[config.mk]
export PLATFORM = sky130hd
export DESIGN_NAME = uart_channel
export DESIGN_NICKNAME = d
export VERILOG_FILES = /design/src/uart_frame_pkg.sv /design/src/uart_channel.sv
export SDC_FILE = /design/constraint.sdc
export NUM_CORES = 1
export LEC_CHECK = 0
export BUFFER_PORTS_ARGS = -buffer_cell sky130_fd_sc_hd__buf_4
export CAP_MARGIN = 0
export CELL_PAD_IN_SITES_DETAIL_PLACEMENT = 1
export CELL_PAD_IN_SITES_GLOBAL_PLACEMENT = 1
export CORE_MARGIN = 4
export CORE_UTILIZATION = 50
export DETAILED_ROUTE_END_ITERATION = 8
export GPL_TIMING_DRIVEN = 0
export PLACE_DENSITY = 0.95
export SYNTH_ARGS = -nofsm -noshare
export SYNTH_HDL_FRONTEND = slang
export SYNTH_SLANG_ARGS = --single-unit
[constraint.sdc]
create_clock -name clk -period 4.54 [get_ports clk]
set_input_delay 0.227 -clock clk [delete_from_list [all_inputs] [get_ports clk]]
set_output_delay 0.227 -clock clk [all_outputs]
set_load 0.02 [all_outputs]
[src/uart_frame_pkg.sv]
`default_nettype none

package uart_frame_pkg;

   ////////////////////////////////////////////////////////////////////////////
   // serial frame layout
   ////////////////////////////////////////////////////////////////////////////

   localparam int data_bits = 8;                  // payload bits per frame
   localparam int frame_bits = 1 + data_bits + 1; // start + data + stop

   // bit_duration counts clock cycles per bit
   localparam int div_w_default = 16;             // width of the bit divisor

endpackage : uart_frame_pkg

`default_nettype wire

[src/uart_channel.sv]
`timescale 1ns/1ns
`default_nettype none

module uart_channel #(
   parameter int div_w = uart_frame_pkg::div_w_default
) (
   input  wire                                 clk,
   input  wire                                 rst_int,
   input  wire                                 tx_en,
   input  wire                                 rx_en,
   input  wire [uart_frame_pkg::data_bits-1:0] tx_data,
   input  wire                                 data_write_en,
   input  wire                                 data_read_en,
   input  wire                                 rxd,
   input  wire                                 cts,
   input  wire [div_w-1:0]                     bit_duration,
   output logic [uart_frame_pkg::data_bits-1:0] rx_data,
   output logic                                tx_ready,
   output logic                                rx_ready,
   output wire                                 txd,
   output logic                                rts
);

   localparam int bit_cnt_w = $clog2(uart_frame_pkg::frame_bits); // holds 0..9

   typedef enum logic [1:0] {
      tx_idle,                                    // waiting for a write strobe
      tx_load,                                    // pattern load cycle
      tx_shift                                    // bits on the wire
   } tx_state_t;

   typedef enum logic [2:0] {
      rx_sync,                                    // wait for a high line
      rx_high,                                    // line must stay high one bit
      rx_wait,                                    // idle line, look for start
      rx_start,                                   // confirm start at mid bit
      rx_bits                                     // sample data then stop
   } rx_state_t;

   logic [1:0]                                cts_q;  // cts synchroniser
   tx_state_t                                 tx_st;
   logic [uart_frame_pkg::frame_bits-1:0]     tx_pattern;
   logic [bit_cnt_w-1:0]                      tx_bitcnt;
   logic [div_w-1:0]                          tx_cyclecnt;
   rx_state_t                                 rx_st;
   logic [bit_cnt_w-1:0]                      rx_bitcnt;
   logic [div_w-1:0]                          rx_cyclecnt;
   logic [uart_frame_pkg::data_bits-1:0]      rx_pattern;
   logic                                      rx_tick;  // sample point in rx_bits

   ////////////////////////////////////////////////////////////////////////////
   // transmit
   ////////////////////////////////////////////////////////////////////////////

   always_ff @(posedge clk or posedge rst_int) begin
      if (rst_int) begin
         cts_q <= '0;
      end else begin
         cts_q <= {cts_q[0], cts};                // two flops so cts is seen 2 cycles late
      end
   end

   assign txd = tx_pattern[0];                    // lsb goes out first

   always_ff @(posedge clk or posedge rst_int) begin
      if (rst_int) begin
         tx_st       <= tx_idle;
         tx_ready    <= 1'b0;
         tx_pattern  <= '1;                       // line idles high
         tx_bitcnt   <= '0;
         tx_cyclecnt <= '0;
      end else if (tx_en && cts_q[1]) begin
         case (tx_st)
            tx_idle: begin
               tx_ready    <= ~data_write_en;     // drops the cycle after the strobe
               tx_bitcnt   <= '0;
               tx_cyclecnt <= div_w'(1);
               tx_pattern  <= '1;
               if (data_write_en) begin
                  tx_st <= tx_load;
               end
            end
            tx_load: begin
               tx_pattern <= {1'b1, tx_data, 1'b0}; // stop, data, start
               tx_st      <= tx_shift;
            end
            tx_shift: begin
               if (tx_cyclecnt == bit_duration) begin
                  if (tx_bitcnt == bit_cnt_w'(uart_frame_pkg::frame_bits - 1)) begin
                     tx_st <= tx_idle;            // stop bit done
                  end else begin
                     tx_pattern  <= {1'b1, tx_pattern[uart_frame_pkg::frame_bits-1:1]};
                     tx_bitcnt   <= tx_bitcnt + 1'b1;
                     tx_cyclecnt <= div_w'(1);
                  end
               end else begin
                  tx_cyclecnt <= tx_cyclecnt + 1'b1;
               end
            end
            default: tx_st <= tx_idle;
         endcase
      end else begin
         // disabled or no clear to send so any frame is aborted
         tx_st       <= tx_idle;
         tx_ready    <= 1'b0;
         tx_pattern  <= '1;
         tx_bitcnt   <= '0;
         tx_cyclecnt <= '0;
      end
   end

   ////////////////////////////////////////////////////////////////////////////
   // receive
   ////////////////////////////////////////////////////////////////////////////

   assign rx_tick = rx_en && (rx_st == rx_bits) && (rx_cyclecnt == bit_duration);

   always_ff @(posedge clk or posedge rst_int) begin
      if (rst_int) begin
         rx_st       <= rx_sync;
         rx_cyclecnt <= div_w'(1);
         rx_bitcnt   <= '0;
         rx_ready    <= 1'b0;
         rts         <= 1'b0;
      end else if (rx_en) begin
         case (rx_st)
            rx_sync: begin
               rts         <= 1'b1;               // ready to receive
               rx_ready    <= 1'b0;
               rx_cyclecnt <= div_w'(1);
               rx_bitcnt   <= '0;
               if (rxd) begin
                  rx_st <= rx_high;
               end
            end
            rx_high: begin
               rx_cyclecnt <= rx_cyclecnt + 1'b1;
               if (rx_cyclecnt == bit_duration) begin
                  rx_st <= rxd ? rx_wait : rx_sync; // low too early so resync
               end
            end
            rx_wait: begin
               rx_cyclecnt <= div_w'(1);
               if (!rxd) begin
                  rx_st <= rx_start;              // falling edge of start bit
               end
            end
            rx_start: begin
               rx_cyclecnt <= rx_cyclecnt + 1'b1;
               if (rx_cyclecnt == (bit_duration >> 1)) begin
                  if (rxd) begin
                     rx_st <= rx_sync;            // glitch not a start bit
                  end else begin
                     rx_cyclecnt <= div_w'(1);    // now aligned to mid bit
                     rx_st       <= rx_bits;
                  end
               end
            end
            rx_bits: begin
               rx_cyclecnt <= rx_cyclecnt + 1'b1;
               if (rx_tick) begin
                  rx_cyclecnt <= div_w'(1);
                  if (rx_bitcnt == bit_cnt_w'(uart_frame_pkg::data_bits)) begin
                     rx_ready  <= 1'b1;           // stop bit reached
                     rx_bitcnt <= '0;
                     rx_st     <= rx_wait;
                  end else begin
                     rx_bitcnt <= rx_bitcnt + 1'b1;
                  end
               end
            end
            default: rx_st <= rx_sync;
         endcase
         if (data_read_en) begin
            rx_ready <= 1'b0;                     // host took the byte
         end
      end else begin
         rx_st       <= rx_sync;
         rx_cyclecnt <= div_w'(1);
         rx_bitcnt   <= '0;
         rx_ready    <= 1'b0;
         rts         <= 1'b0;
      end
   end

   // shift register and output byte
   always_ff @(posedge clk) begin
      if (rx_tick) begin
         if (rx_bitcnt == bit_cnt_w'(uart_frame_pkg::data_bits)) begin
            rx_data <= rx_pattern;                // stop sample not shifted in
         end else begin
            rx_pattern <= {rxd, rx_pattern[uart_frame_pkg::data_bits-1:1]};
         end
      end
   end

endmodule : uart_channel

`default_nettype wire

==> results.toml <==
[yosys]
synthXorXnorAreaFrac = 0.1063
synth_seq_area_share = 0.4428
synth_ff_type = "dfrtp_1"
yosys.area.top_type_share = 0.2757
synth_area_sq_um = 4448
yosys_warnings = 0
synth_compound_area_frac = 0.1806
synthArstFlopShare = 0.7867
ys_top_cells_by_area = "dfrtp_1, edfxtp_1, xor2_1, dfstp_2, o21ai_0"
synth_area_per_cell_sq_um = 9.628
synth_edf_count = 16
yosys.area_share.simple = 0.1868
synth-seq-cells = 75
synth_nets = 504
synthCells = 462
synth_top_family_by_area = "simple AND/OR/NAND/NOR gates"
muxShareOfSynthArea = 0.004501
synth_adder_area_share = 0.02813
yosysTopAreaCell = "dfrtp_1"
synth.distinct_cells = 61

[place]
numPortBuffers = 43
dp_hpwl_mm = 9.034
place_congestion = 0.8445
pre_cts_ws_ps = 1451

[timing]
fin_hold_ws_ps = 13.83
fmax_mhz = 308.0
fin_skew_ps = 11.51
setup_viol = 0
drv_slew = 0
tns_ps = 0
hold_violations = 0
worstMarginPinSlew_ps = 1062
min_period_ps = 3247
worst_slack_ps = 1293
rsz0062_at_grt = "false"
fin_crit_sh = 0.7152
max-slew-margin-rel = 0.2855

[critical_path]
slowest_delay_ps = 920
path_cells = "buf_2, xnor2_1, nand4_1, nor4_1, nand2_1, nor2_1"
path_delay_family = "simple AND/OR/NAND/NOR gates"
startpoint_type = "flop"
crit_type = "flop to flop"
required_ps = 4540
cp.depth = 6
rr_worst_depth = 6
cp_slowest_cell = "nor4_1"
path_max_fanout = 8
cp.arrival_ps = 3250
cp-end-kind = "flop"
crit_buf_inv = 1

[die]
io_pins = 44
die_width_um = 102.3
rows = 34
die_height_um = 102.3
die_area_sq_um = 10470
coreArea_sq_um = 8678
start_util = 0.5125

[routing]
drc = 0
wl_met1_mm = 5.112
vias = 3978
drt_first_iter_violations = 212
viasPerCell = 6.304
ant_nets = 0
route.met2.wl_mm = 6.914
first_pass_iters = 5
top_layer = "met4"
route.met3.wl_um = 553
routedWlPerCell_um = 20.87
wl_mm = 13.17

[global_route]
grt_start_max_net_pins = 38
grt_usage = 0.2664
grt_pass1_wl_mm = 21.76
antenna_found_initial = 0
overflow = 0
grt_pass1_vias = 4285

[clock_tree]
postCtsSetupRepairBufs = 0
cts_hold_buf = 1
tritoncts = "yes"
cts.clk_slew.worst_paths_ps = 90
numCtsBuffers = 9
ctsResizeCount = 0
cts_buffer_depth = 2
clock_latency_ps = 360
clkSinkCount = 75
htree_levels = 3
cts_root_buf = "clkbuf_8"

[power]
internal_power_mw = 1.051
power_frac_seq = 0.479
pwr-share-comb = 0.153
p_leak_nw = 2.069
p_total_mw = 1.491
clock_power_share = 0.368
switchingPower_uw = 440.3
peakVddDrop_uv = 155.8
switching_share = 0.2953
power_density_nw_per_um2 = 289.6

[finish]
fill_cells = 1006
utilization = 0.5933
syn_to_final_growth_pct = 15.75
layout.nets = 560
drive_gt1_frac = 0.1969
num_antenna_cells = 0

[job]
maxCapViolCount = 0

[hold_path]
min_path_type = "input pin to flop"
min_path_cells = 2

[run_status]
status = "finished, final reports clean"
## kinds of logic after synthesis
kind of cell / count (synthesis)
XOR/XNOR: 54
flip-flops: 75
AND/OR/NAND/NOR: 153
multiplexers: 2
adder cells (fa/ha/maj): 10
buffers and inverters: 43
AO/OA/AOI/OAI: 125
## synthesized netlist by cell type, types with 7 or more instances
cell / instances
dfrtp_1: 49
o21ai_0: 44
nand2_1: 37
xor2_1: 35
a21oi_1: 26
nor2_1: 21
xnor2_1: 19
nand3_1: 18
edfxtp_1: 16
and3_1: 13
inv_1: 12
nand4_1: 12
clkbuf_1: 11
dfstp_2: 10
ha_1: 10
buf_2: 9
a22oi_1: 8
nor4_1: 8
or3_1: 8
o31ai_1: 7
## state kept, by name, summed over array words and instances, names as in the netlist
register,count
rx_bitcnt,4
rts,1
tx_pattern,9
tx_bitcnt,4
tx_st,2
tx_cyclecnt,16
rx_cyclecnt,16
rx_ready,1
rx_st,3
cts_q,2
rx_data,8
rx_pattern,8
tx_ready,1
## metal layers
metal,GRT usage,vias to the layer above
li1,-,1788
met1,0.3135,1984
met2,0.4718,145
met3,0.04164,61
met4,0.1302,0
met5,0,-
## layout make-up
type | count | area (sq um) | area share
well taps | 108 | 135.1 | 0.02625
plain buffers | 31 | 181.4 | 0.03524
flip-flops and latches | 75 | 1969 | 0.3825
clock inverters | 7 | 81.33 | 0.01580
multi-input cells | 344 | 2252 | 0.4374
repair buffers | 45 | 360.3 | 0.06999
clock buffers | 9 | 123.9 | 0.02406
inverters | 12 | 45.04 | 0.008748
## power groups by stage
stage | clock network (mW) | registers, mW | logic, mW
finish | 0.548 | 0.715 | 0.228
CTS | 0.553 | 0.714 | 0.226
floorplan | 0 | 0.725 | 0.133
global route | 0.578 | 0.716 | 0.247
detailed placement | 0 | 0.727 | 0.217
global placement | 0 | 0.726 | 0.201
## metrics by stage
stage,cells,area (sq um)
2_1_floorplan,462,4448
3_3_place_gp,613,4906
3_5_place_dp,614,4933
4_1_cts,631,5149
5_1_grt,631,5149
6_report,631,5149
## final timing paths
kind	startpoint	end	slack [ps]
max in group asynchronous	rst_int	rx_cyclecnt[0]	3840
hold / removal	data_read_en	rx_ready	10
setup / recovery	rx_cyclecnt[0]	rx_data[0]	1290
hold reg to reg	cts_q[0]	cts_q[1]	370
min in group asynchronous	rst_int	tx_st[0]	30
setup reg to reg	rx_cyclecnt[0]	rx_data[0]	1290
## cell usage in the layout (no fill, tap or decap), drive strengths merged, types with 3 or more instances in the layout
cell	instances
buf	62
dfrtp	49
o21ai	45
nand2	38
xor2	35
a21oi	28
clkbuf	22
nor2	21
xnor2	19
nand3	18
edfxtp	16
inv	16
and3	13
nand4	12
ha	10
dfstp	10
nor4	9
or3	8
a22oi	8
o31ai	8
or4	7
a211o	6
and2	5
or2	5
a31oi	4
a211oi	4
and4	3
nor3	3
o211ai	3
nand2b	3
nor2b	3
o21bai	3
Power figures use the tool's default switching activity.
