===== src/uart_frame_pkg.sv =====
`default_nettype none

package uart_frame_pkg;

   ////////////////////////////////////////////////////////////////////////////
   // serial frame layout
   ////////////////////////////////////////////////////////////////////////////

   localparam int data_bits = 8;                  // payload bits per frame
   localparam int frame_bits = 1 + data_bits + 1; // start + data + stop

   // bit_duration counts clock cycles per bit
   localparam int div_w_default = 16;             // width of the bit divisor

endpackage : uart_frame_pkg

`default_nettype wire


===== src/uart_bank_pkg.sv =====
`default_nettype none

package uart_bank_pkg;

   localparam int n_chan_default = 4;             // channels in the bank

   // index width for a channel count, never below one bit
   function automatic int chan_w(input int n);
      int w;
      w = (n > 1) ? $clog2(n) : 1;
      return w;
   endfunction

endpackage : uart_bank_pkg

`default_nettype wire


===== src/uart_tx_dispatch.sv =====
`timescale 1ns/1ns
`default_nettype none

module uart_tx_dispatch #(
   parameter int n_chan = uart_bank_pkg::n_chan_default
) (
   input  wire                                          clk,
   input  wire                                          rst_int,
   input  wire                                          wr_en,
   input  wire [uart_bank_pkg::chan_w(n_chan)-1:0]      wr_chan,
   input  wire [uart_frame_pkg::data_bits-1:0]          wr_data,
   input  wire [n_chan-1:0]                             tx_ready,
   output logic [n_chan-1:0]                            wr_full,
   output wire [n_chan-1:0]                             data_write_en,
   output wire [n_chan*uart_frame_pkg::data_bits-1:0]   tx_data
);

   localparam int cw = uart_bank_pkg::chan_w(n_chan);
   localparam int dw = uart_frame_pkg::data_bits;

   logic [dw-1:0]     slot_q [n_chan];            // one byte per channel
   logic [n_chan-1:0] take;                       // host write lands in slot

   for (genvar i = 0; i < n_chan; i++) begin : g_slot
      assign take[i] = wr_en && !wr_full[i] && (wr_chan == cw'(i)); // full slot drops it
      assign tx_data[i*dw +: dw] = slot_q[i];
   end

   // hand the byte over as soon as the channel is idle
   assign data_write_en = wr_full & tx_ready;

   always_ff @(posedge clk or posedge rst_int) begin
      if (rst_int) begin
         wr_full <= '0;
      end else begin
         for (int i = 0; i < n_chan; i++) begin
            if (take[i]) begin
               wr_full[i] <= 1'b1;                // full on the next edge
            end else if (data_write_en[i]) begin
               wr_full[i] <= 1'b0;                // channel took it
            end
         end
      end
   end

   always_ff @(posedge clk) begin
      for (int i = 0; i < n_chan; i++) begin
         if (take[i]) begin
            slot_q[i] <= wr_data;
         end
      end
   end

endmodule : uart_tx_dispatch

`default_nettype wire


===== config.mk =====
export PLATFORM = sky130hd
export DESIGN_NAME = uart_tx_dispatch
export DESIGN_NICKNAME = d
export VERILOG_FILES = /design/src/uart_frame_pkg.sv /design/src/uart_bank_pkg.sv /design/src/uart_tx_dispatch.sv
export SDC_FILE = /design/constraint.sdc
export NUM_CORES = 1
export LEC_CHECK = 0
export ABC_AREA = 1
export ABC_CLOCK_PERIOD_IN_PS = 1800
export BUFFER_PORTS_ARGS = -buffer_cell sky130_fd_sc_hd__buf_4
export CORE_AREA = 2 2 69 52
export CTS_BUF_LIST = sky130_fd_sc_hd__clkbuf_8
export CTS_CLUSTER_DIAMETER = 150
export CTS_CLUSTER_SIZE = 8
export DETAILED_ROUTE_END_ITERATION = 12
export DIE_AREA = 0 0 71 54
export PLACE_DENSITY = 0.7
export SLEW_MARGIN = 30
export SYNTH_ARGS = -nofsm -noshare
export SYNTH_HDL_FRONTEND = slang
export SYNTH_SLANG_ARGS = --single-unit
export TNS_END_PERCENT = 20

===== constraint.sdc =====
create_clock -name clk -period 1.8 [get_ports clk]
set_input_delay 0.18 -clock clk [delete_from_list [all_inputs] [get_ports clk]]
set_output_delay 0.18 -clock clk [all_outputs]
set_load 0.01 [all_outputs]

==> impl_table.tex, run 1 <==
\begin{tabular}{lr}
\hline
Metric & Value \\
\hline
\multicolumn{2}{l}{\textbf{Synth}} \\
Synth Net Count & 93 \\
Yosys cell types & 7 \\
Cell Area, Synth & 1214 µm² \\
Sequential element share of the synthesized area & 87.42\% \\
Gate count after technology mapping & 76 \\
Ys Warns & 0 \\
Seq cells post-synth & 36 \\
Mean instance size in the synthesized netlist & 15.97 µm² \\
\multicolumn{2}{l}{\textbf{Worst setup path}} \\
Required time worst endpoint & 1.74 ns \\
Endpoint type of the worst setup path & flop \\
Count of cells along the worst register-to-register path & 3 \\
CP max stage delay & 0.41 ns \\
Standard cell with the maximum stage delay on the critical path & dfrtp\_1 \\
Peak fanout along the critical path & 8 \\
R2R setup slack & roughly 0.58 ns \\
Kind of cell with the highest combined delay on the critical path & flip-flops \\
Count of buffer and inverter cells on the critical path & 1 \\
Critical Path Source Type & flop \\
Chain of cells forming the critical path & nor2\_1, nand2\_1, inv\_1 \\
Crit path arrival time & 1.16 ns \\
Number of gates on the worst path with buffers counted & 3 \\
Setup CP Type & reg -> reg \\
\multicolumn{2}{l}{\textbf{Floorplan}} \\
Core region area & between 3000 and 4000 µm² \\
Initial core utilization & between 30\% and 40\% \\
Total die area & about 3800 µm² \\
Die width & 71 µm \\
Top-Level Pins & between 50 and 60 \\
Height of the chip & 54 µm \\
Total number of placement rows & 18 \\
\multicolumn{2}{l}{\textbf{Power}} \\
Fraction of power consumed by sequential logic & roughly 60\% \\
Static Leakage & $\sim$0.85 nW \\
Worst IR drop on VDD & $\sim$0.36 mV \\
Share of total power consumed by net switching & between 20\% and 30\% \\
Int Power & 0.001269 W \\
Clock share of power & about a third \\
P per Cell Area & $\sim$900 nW/µm² \\
Logic pwr share & approximately 8.6\% \\
Net switching power & between 0.0003 and 0.0004 W \\
\multicolumn{2}{l}{\textbf{STA}} \\
Slew at the pin closest to its max-slew limit & 0.3724 ns \\
Post-layout min period & 1.217 ns \\
Final setup violating endpoints & 0 \\
Number of pins exceeding their max-slew limit in the final report & 0 \\
Max Clk Rate & just over 800 MHz \\
Total negative setup slack & 0 ns \\
Worst slew slack as a fraction of its limit & between 70\% and 80\% \\
Period utilisation layout & between 60 and 70\% \\
Setup repair after global routing missed its margin & no \\
Endpoints failing hold & 0 \\
Worst-case clock skew & around 0.0023 ns \\
Worst hold slack & approximately 0.11 ns \\
\multicolumn{2}{l}{\textbf{Clock tree}} \\
Maximum clock path buffer count & 2 \\
Count of instances resized after the clock tree is built & 0 \\
Source-to-sink clock delay at the later pin of the worst-skew pair & $\sim$0.27 ns \\
Number of buffers created by CTS & 5 \\
Clock tree from TritonCTS & yes \\
Total number of clock tree sinks & 36 \\
Clock transition time at the flip-flop clock pins of the worst setup and hold paths & roughly 0.060 ns \\
Setup Fix Bufs, Post-CTS & 0 \\
Total number of H-tree levels & 2 \\
Root buf cell & clkbuf\_8 \\
\multicolumn{2}{l}{\textbf{Job}} \\
Max-cap violation count & 0 \\
\multicolumn{2}{l}{\textbf{Global routing}} \\
Initial antenna violation count & 0 \\
Total grt overflow & 0 \\
Via count of the first global-routing pass & $\sim$690 \\
Wire length of the first global-routing pass & $\sim$3400 µm \\
Pin count of the biggest net entering global routing & 11 \\
Global routing usage summed across all routing layers & between 10 and 15\% \\
\multicolumn{2}{l}{\textbf{Cells and area}} \\
Share of final-layout standard cells stronger than drive strength 1 & $\sim$45\% \\
Diodes inserted & 0 \\
P\&R area growth vs syn & 46.19\% \\
Multi-input logic area & 88.84 µm² \\
Area used by sequential logic in the layout & about 1100 µm² \\
Net total in the final layout & between 150 and 200 \\
Fillers & roughly 270 \\
\multicolumn{2}{l}{\textbf{Detailed routing}} \\
DRT Pass-1 Iters & 2 \\
Remaining antenna violation count after routing & 0 \\
Detailed-route DRC error count & 0 \\
Routed vias & 764 \\
Average wire length per cell after detail routing & roughly 13 µm \\
Total Routed Length & approximately 2400 µm \\
Number of DRC markers in iteration 0 & 65 \\
Drt via density & about 4.2 \\
\multicolumn{2}{l}{\textbf{Place}} \\
Buffers added on ports & between 50 and 60 \\
DPL Wire Length & about 1800 µm \\
Gpl congestion & 0.7563 \\
\multicolumn{2}{l}{\textbf{Worst hold path}} \\
Worst Hold Depth & 1 \\
Worst hold path type & in -> reg \\
\multicolumn{2}{l}{\textbf{Outcome}} \\
Outcome & finished clean \\
\hline
\end{tabular}
layer usage:
metal / routed length, µm / vias to the layer above / global-route usage, %
met5: 0 / - / 0
met4: 21 / 0 / 6.604
met3: 240 / 3 / 5.805
met2: 1106 / 41 / 20.40
met1: 1011 / 348 / 15.36
li1: - / 372 / -
registers in the layout, indices dropped and copies added (netlist names):
signal	flops
wr_full	4
slot_q	32
cell type report:
cell class | instances | share of cell area [%]
clock inverter | 3 | 0.6347
timing repair buffer | 57 | 24.26
multi-input combinational | 23 | 5.007
tap | 40 | 2.821
inverter | 17 | 3.597
sequential | 36 | 59.80
clock buffer | 5 | 3.879
synthesized netlist by cell type (all sizes together):
cell type,count,area share (%)
nor2,5,1.8
inv,17,5.3
nand2,18,5.6
edfxtp,32,79
dfrtp,4,8.2
placed cells by master (no fill, tap or decap):
cell type      netlist  layout
clkbuf_8             0       5
inv_1               16      18
dfrtp_1              4       4
nor2_1               4       4
nor2_2               1       1
clkinv_1             0       1
nand2_1             18      18
dlygate4sd3_1        0       1
inv_2                1       1
buf_4                0      56
edfxtp_1            32      32
stage by stage:
| step | total power, W | cell area [µm²] | util (%) | std cells | setup WS [ns] |
|---|---|---|---|---|---|
| after floorplan | 0.001018 | 1214 | - | 76 | 0.7066 |
| after global placement | 0.001109 | 1684 | 51.57 | 172 | 0.5962 |
| after detailed placement | 0.001114 | 1684 | 51.57 | 172 | 0.5756 |
| after CTS | 0.001622 | 1774 | 54.33 | 181 | 0.5631 |
| after global routing | 0.001674 | 1774 | 54.33 | 181 | 0.4930 |
| final | 0.001598 | 1774 | 54.33 | 181 | 0.5826 |
what timing repair did:
action	4_1_cts	5_1_grt
endpoints found under the hold margin	4	0
hold buffers	1	0
setup endpoints to repair	0	0
worst reg2reg max path, stage by stage (launching register included):
cell and delay, ns:
dfrtp_1 0.41, nor2_1 0.11, nand2_1 0.07, inv_1 0.28
power by group through the flow:
stage,logic (W),registers (W),clock network [W]
after floorplan,0.0000308,0.000987,0
after global placement,0.000135,0.000974,0
after detailed placement,0.000139,0.000975,0
after CTS,0.000140,0.000958,0.000524
after global routing,0.000151,0.000960,0.000562
final,0.000137,0.000957,0.000504
final timing paths:
check / startpoint / end
setup / recovery: wr_full[0] / slot_q[0][5]
hold / removal: wr_data[4] / slot_q[3][4]
setup reg to reg: wr_full[0] / slot_q[0][5]
hold reg to reg: wr_full[2] / wr_full[2]
max in group asynchronous: rst_int / wr_full[1]
min in group asynchronous: rst_int / wr_full[3]
cells by family (layout without fill, tap and decap cells):
group / count (synthesis) / in the layout / synth area share [%]
AND/OR/NAND/NOR: 23 / 23 / 7.319
flip-flops: 36 / 36 / 87.42
buffers and inverters: 17 / 82 / 5.258
Note: power is estimated with default switching activity, not from simulation.
==> inputs of run 2 (changes only) <==
- ABC_AREA: 1 -> 0
- ABC_CLOCK_PERIOD_IN_PS: 1800 -> 1300
- CORE_AREA: 2 2 69 52 -> 2 2 68 51
- DIE_AREA: 0 0 71 54 -> 0 0 70 53
- PLACE_DENSITY: 0.7 -> 0.71
- clock period: 1.8 -> 1.3 ns (I/O delays scaled with it)
==> impl_table.tex, run 2 <==
\begin{tabular}{lr}
\hline
Metric & Value \\
\hline
\multicolumn{2}{l}{\textbf{Worst setup path}} \\
Count of buffer and inverter cells on the critical path & 0 \\
Chain of cells forming the critical path & and4bb\_2 \\
Standard cell with the maximum stage delay on the critical path & and4bb\_2 \\
Count of cells along the worst register-to-register path & 1 \\
Crit path arrival time & 1.14 ns \\
Setup CP Type & reg -> reg \\
Required time worst endpoint & $\sim$1.3 ns \\
Kind of cell with the highest combined delay on the critical path & simple AND/OR/NAND/NOR gates \\
R2R setup slack & between 0.1 and 0.15 ns \\
Endpoint type of the worst setup path & flop \\
Peak fanout along the critical path & 9 \\
Critical Path Source Type & flop \\
Reg-to-reg startpoint & wr\_full[1] \\
Worst flop-to-flop path endpoint & slot\_q[1][5] \\
CP max stage delay & 0.45 ns \\
\multicolumn{2}{l}{\textbf{Cells and area}} \\
Most common library cell in the layout ignoring fill and taps & buf\_4 \\
Commonest cells after routing, fill and taps aside & buf\_4, edfxtp\_1, clkbuf\_8 \\
Area used by sequential logic in the layout & 1061 µm² \\
P\&R area growth vs syn & 49.95\% \\
Fillers & roughly 240 \\
Max reg flops & 32 \\
Register with the most flip-flops & slot\_q \\
Share of final-layout standard cells stronger than drive strength 1 & 54.47\% \\
Multi-input logic area & around 120 µm² \\
Largest registers ranked by flip-flop count & slot\_q (32), wr\_full (4) \\
Diodes inserted & 0 \\
Net total in the final layout & 139 \\
Final design area excluding fillers & roughly 1800 µm² \\
\multicolumn{2}{l}{\textbf{Clock tree}} \\
Number of buffers created by CTS & 5 \\
Clock tree from TritonCTS & yes \\
Maximum clock path buffer count & 2 \\
Total number of H-tree levels & 2 \\
Source-to-sink clock delay at the later pin of the worst-skew pair & $\sim$0.28 ns \\
Total number of clock tree sinks & 36 \\
Clock transition time at the flip-flop clock pins of the worst setup and hold paths & 0.06 ns \\
Root buf cell & clkbuf\_8 \\
\multicolumn{2}{l}{\textbf{Global routing}} \\
Pin count of the biggest net entering global routing & 12 \\
Wire length of the first global-routing pass & between 3000 and 4000 µm \\
Initial antenna violation count & 0 \\
Total grt overflow & 0 \\
Via count of the first global-routing pass & approximately 700 \\
Global routing usage summed across all routing layers & 13.26\% \\
\multicolumn{2}{l}{\textbf{STA}} \\
Final setup violating endpoints & 0 \\
Number of pins exceeding their max-slew limit in the final report & 0 \\
Endpoints failing hold & 0 \\
Post-layout min period & about 1.2 ns \\
Max Clk Rate & about 850 MHz \\
Setup repair after global routing missed its margin & no \\
Worst slew slack as a fraction of its limit & 83.97\% \\
Worst-case clock skew & around 0.0022 ns \\
Crit path setup slack, layout & between 0.1 and 0.15 ns \\
Period utilisation layout & 90.00\% \\
Slew at the pin closest to its max-slew limit & about 0.24 ns \\
\multicolumn{2}{l}{\textbf{Synth}} \\
Synth Net Count & 72 \\
Seq cells post-synth & 36 \\
Most common library cells after synthesis & edfxtp\_1, and2\_1, dfrtp\_1 \\
Ys Warns & 0 \\
Fraction of synthesized cell area taken by the top area cell type & around four fifths \\
Most common flop cell mapped by yosys & edfxtp\_1 \\
Top cell type by total area after synthesis & edfxtp\_1 \\
Yosys cell types & 13 \\
Sequential element share of the synthesized area & between 80 and 90\% \\
Gate count after technology mapping & between 50 and 60 \\
Number of enable-type register cells in the synthesized netlist & 32 \\
Top-count cell post-synth & edfxtp\_1 \\
Cell Area, Synth & roughly 1200 µm² \\
Main area contributors after synthesis & edfxtp\_1, dfrtp\_1, and2\_1, nand2b\_1, o31ai\_1 \\
Fraction of synthesis flops using an asynchronous set or reset pin & approximately 11\% \\
Mean instance size in the synthesized netlist & about 21 µm² \\
\multicolumn{2}{l}{\textbf{Floorplan}} \\
Initial core utilization & 39.06\% \\
Total number of placement rows & 17 \\
Total die area & 3710 µm² \\
Top-Level Pins & 57 \\
Die width & $\sim$70 µm \\
Height of the chip & 53 µm \\
Core region area & between 3000 and 4000 µm² \\
\multicolumn{2}{l}{\textbf{Power}} \\
P per Cell Area & about 1300 nW/µm² \\
Pwr Total & roughly 0.0022 W \\
Static Leakage & around 0.74 nW \\
Worst IR drop on VDD & 0.6596 mV \\
\multicolumn{2}{l}{\textbf{Place}} \\
Gpl congestion & between 0.7 and 0.8 \\
Instance area at placement & $\sim$1700 µm² \\
Minimum setup slack after placement & between 0.02 and 0.03 ns \\
Buffers added on ports & between 50 and 60 \\
\multicolumn{2}{l}{\textbf{Detailed routing}} \\
Drt via density & between 4 and 5 \\
Routed vias & $\sim$720 \\
Detailed-route DRC error count & 0 \\
Number of DRC markers in iteration 0 & about 70 \\
Average wire length per cell after detail routing & between 10 and 15 µm \\
Total Routed Length & 2255 µm \\
Remaining antenna violation count after routing & 0 \\
DRT Pass-1 Iters & 3 \\
\multicolumn{2}{l}{\textbf{Job}} \\
Max-cap violation count & 0 \\
\multicolumn{2}{l}{\textbf{Worst hold path}} \\
Worst hold path type & in -> reg \\
Hold endpoint & wr\_full[3] \\
Startpoint of the worst hold path & tx\_ready[3] \\
Worst Hold Depth & 2 \\
\multicolumn{2}{l}{\textbf{Outcome}} \\
Outcome & finished clean \\
\hline
\end{tabular}
run 2: cell count changes after synthesis, sizes merged, moves of 2 or more:
cell    change
and2        +4
inv        -15
nand2      -17
nand2b      +3
nor2        -4
nor3        +2
o31ai       +2
run 2: layout make-up:
type | instances | area share [%]
clock buffers | 5 | 3.890
clock inverters | 3 | 0.8487
inverters | 2 | 0.4243
flip-flops and latches | 36 | 59.97
well taps | 38 | 2.687
repair buffers | 60 | 25.60
multi-input cells | 17 | 6.577
run 2: layer usage:
layer  wire length (µm)  global-route usage (%)  part of all wire [%]
met5                  0                       0                     0
met4                 14                   4.808                  0.62
met3                224                   8.190                   9.9
met2               1120                   21.59                    50
met1                896                   14.36                    40
run 2: power breakdown:
| part | internal (W) | switching [W] |
|---|---|---|
| sequential | 0.00131 | 0.0000195 |
| clock | 0.000363 | 0.000361 |
| combinational | 0.000102 | 0.0000870 |
run 2: kinds of logic after synthesis:
family,Yosys count,share of synthesized area (%)
muxes,1,0.8484
and+or+nand+nor,13,6.679
buffers and inverters,2,0.6365
AOI/OAI and AO/OA,3,1.909
DFF,36,89.93
run 2: through the flow:
step	cells	TNS (ns)	utilization, %	hold WS (ns)
floorplan	55	-1.392	-	-0.1039
global placement	152	0	55.47	0.02422
detailed placement	152	0	55.47	0.02786
CTS	161	0	58.58	0.02027
global route	161	0	58.58	0.02698
finish	161	0	58.58	0.02548
run 2: worst max path at each step:
stage                          start            to  slack [ns]  depth (start not counted)
after floorplan           wr_full[2]  slot_q[2][0]       -0.17                          1
after CTS                 wr_full[1]  slot_q[1][7]        0.03                          1
after detailed placement  wr_full[1]  slot_q[1][5]        0.03                          1
final                     wr_full[1]  slot_q[1][5]        0.13                          1
after global routing      wr_full[1]  slot_q[1][7]        0.07                          1
after global placement    wr_full[1]  slot_q[1][2]        0.07                          1
run 2: what timing repair did:
action                     4_1_cts  5_1_grt
hold endpoints to repair         4        0
setup endpoints to repair        0        8
hold buffers                     1        0
resized for setup                0        1
buffers inserted                 0        0
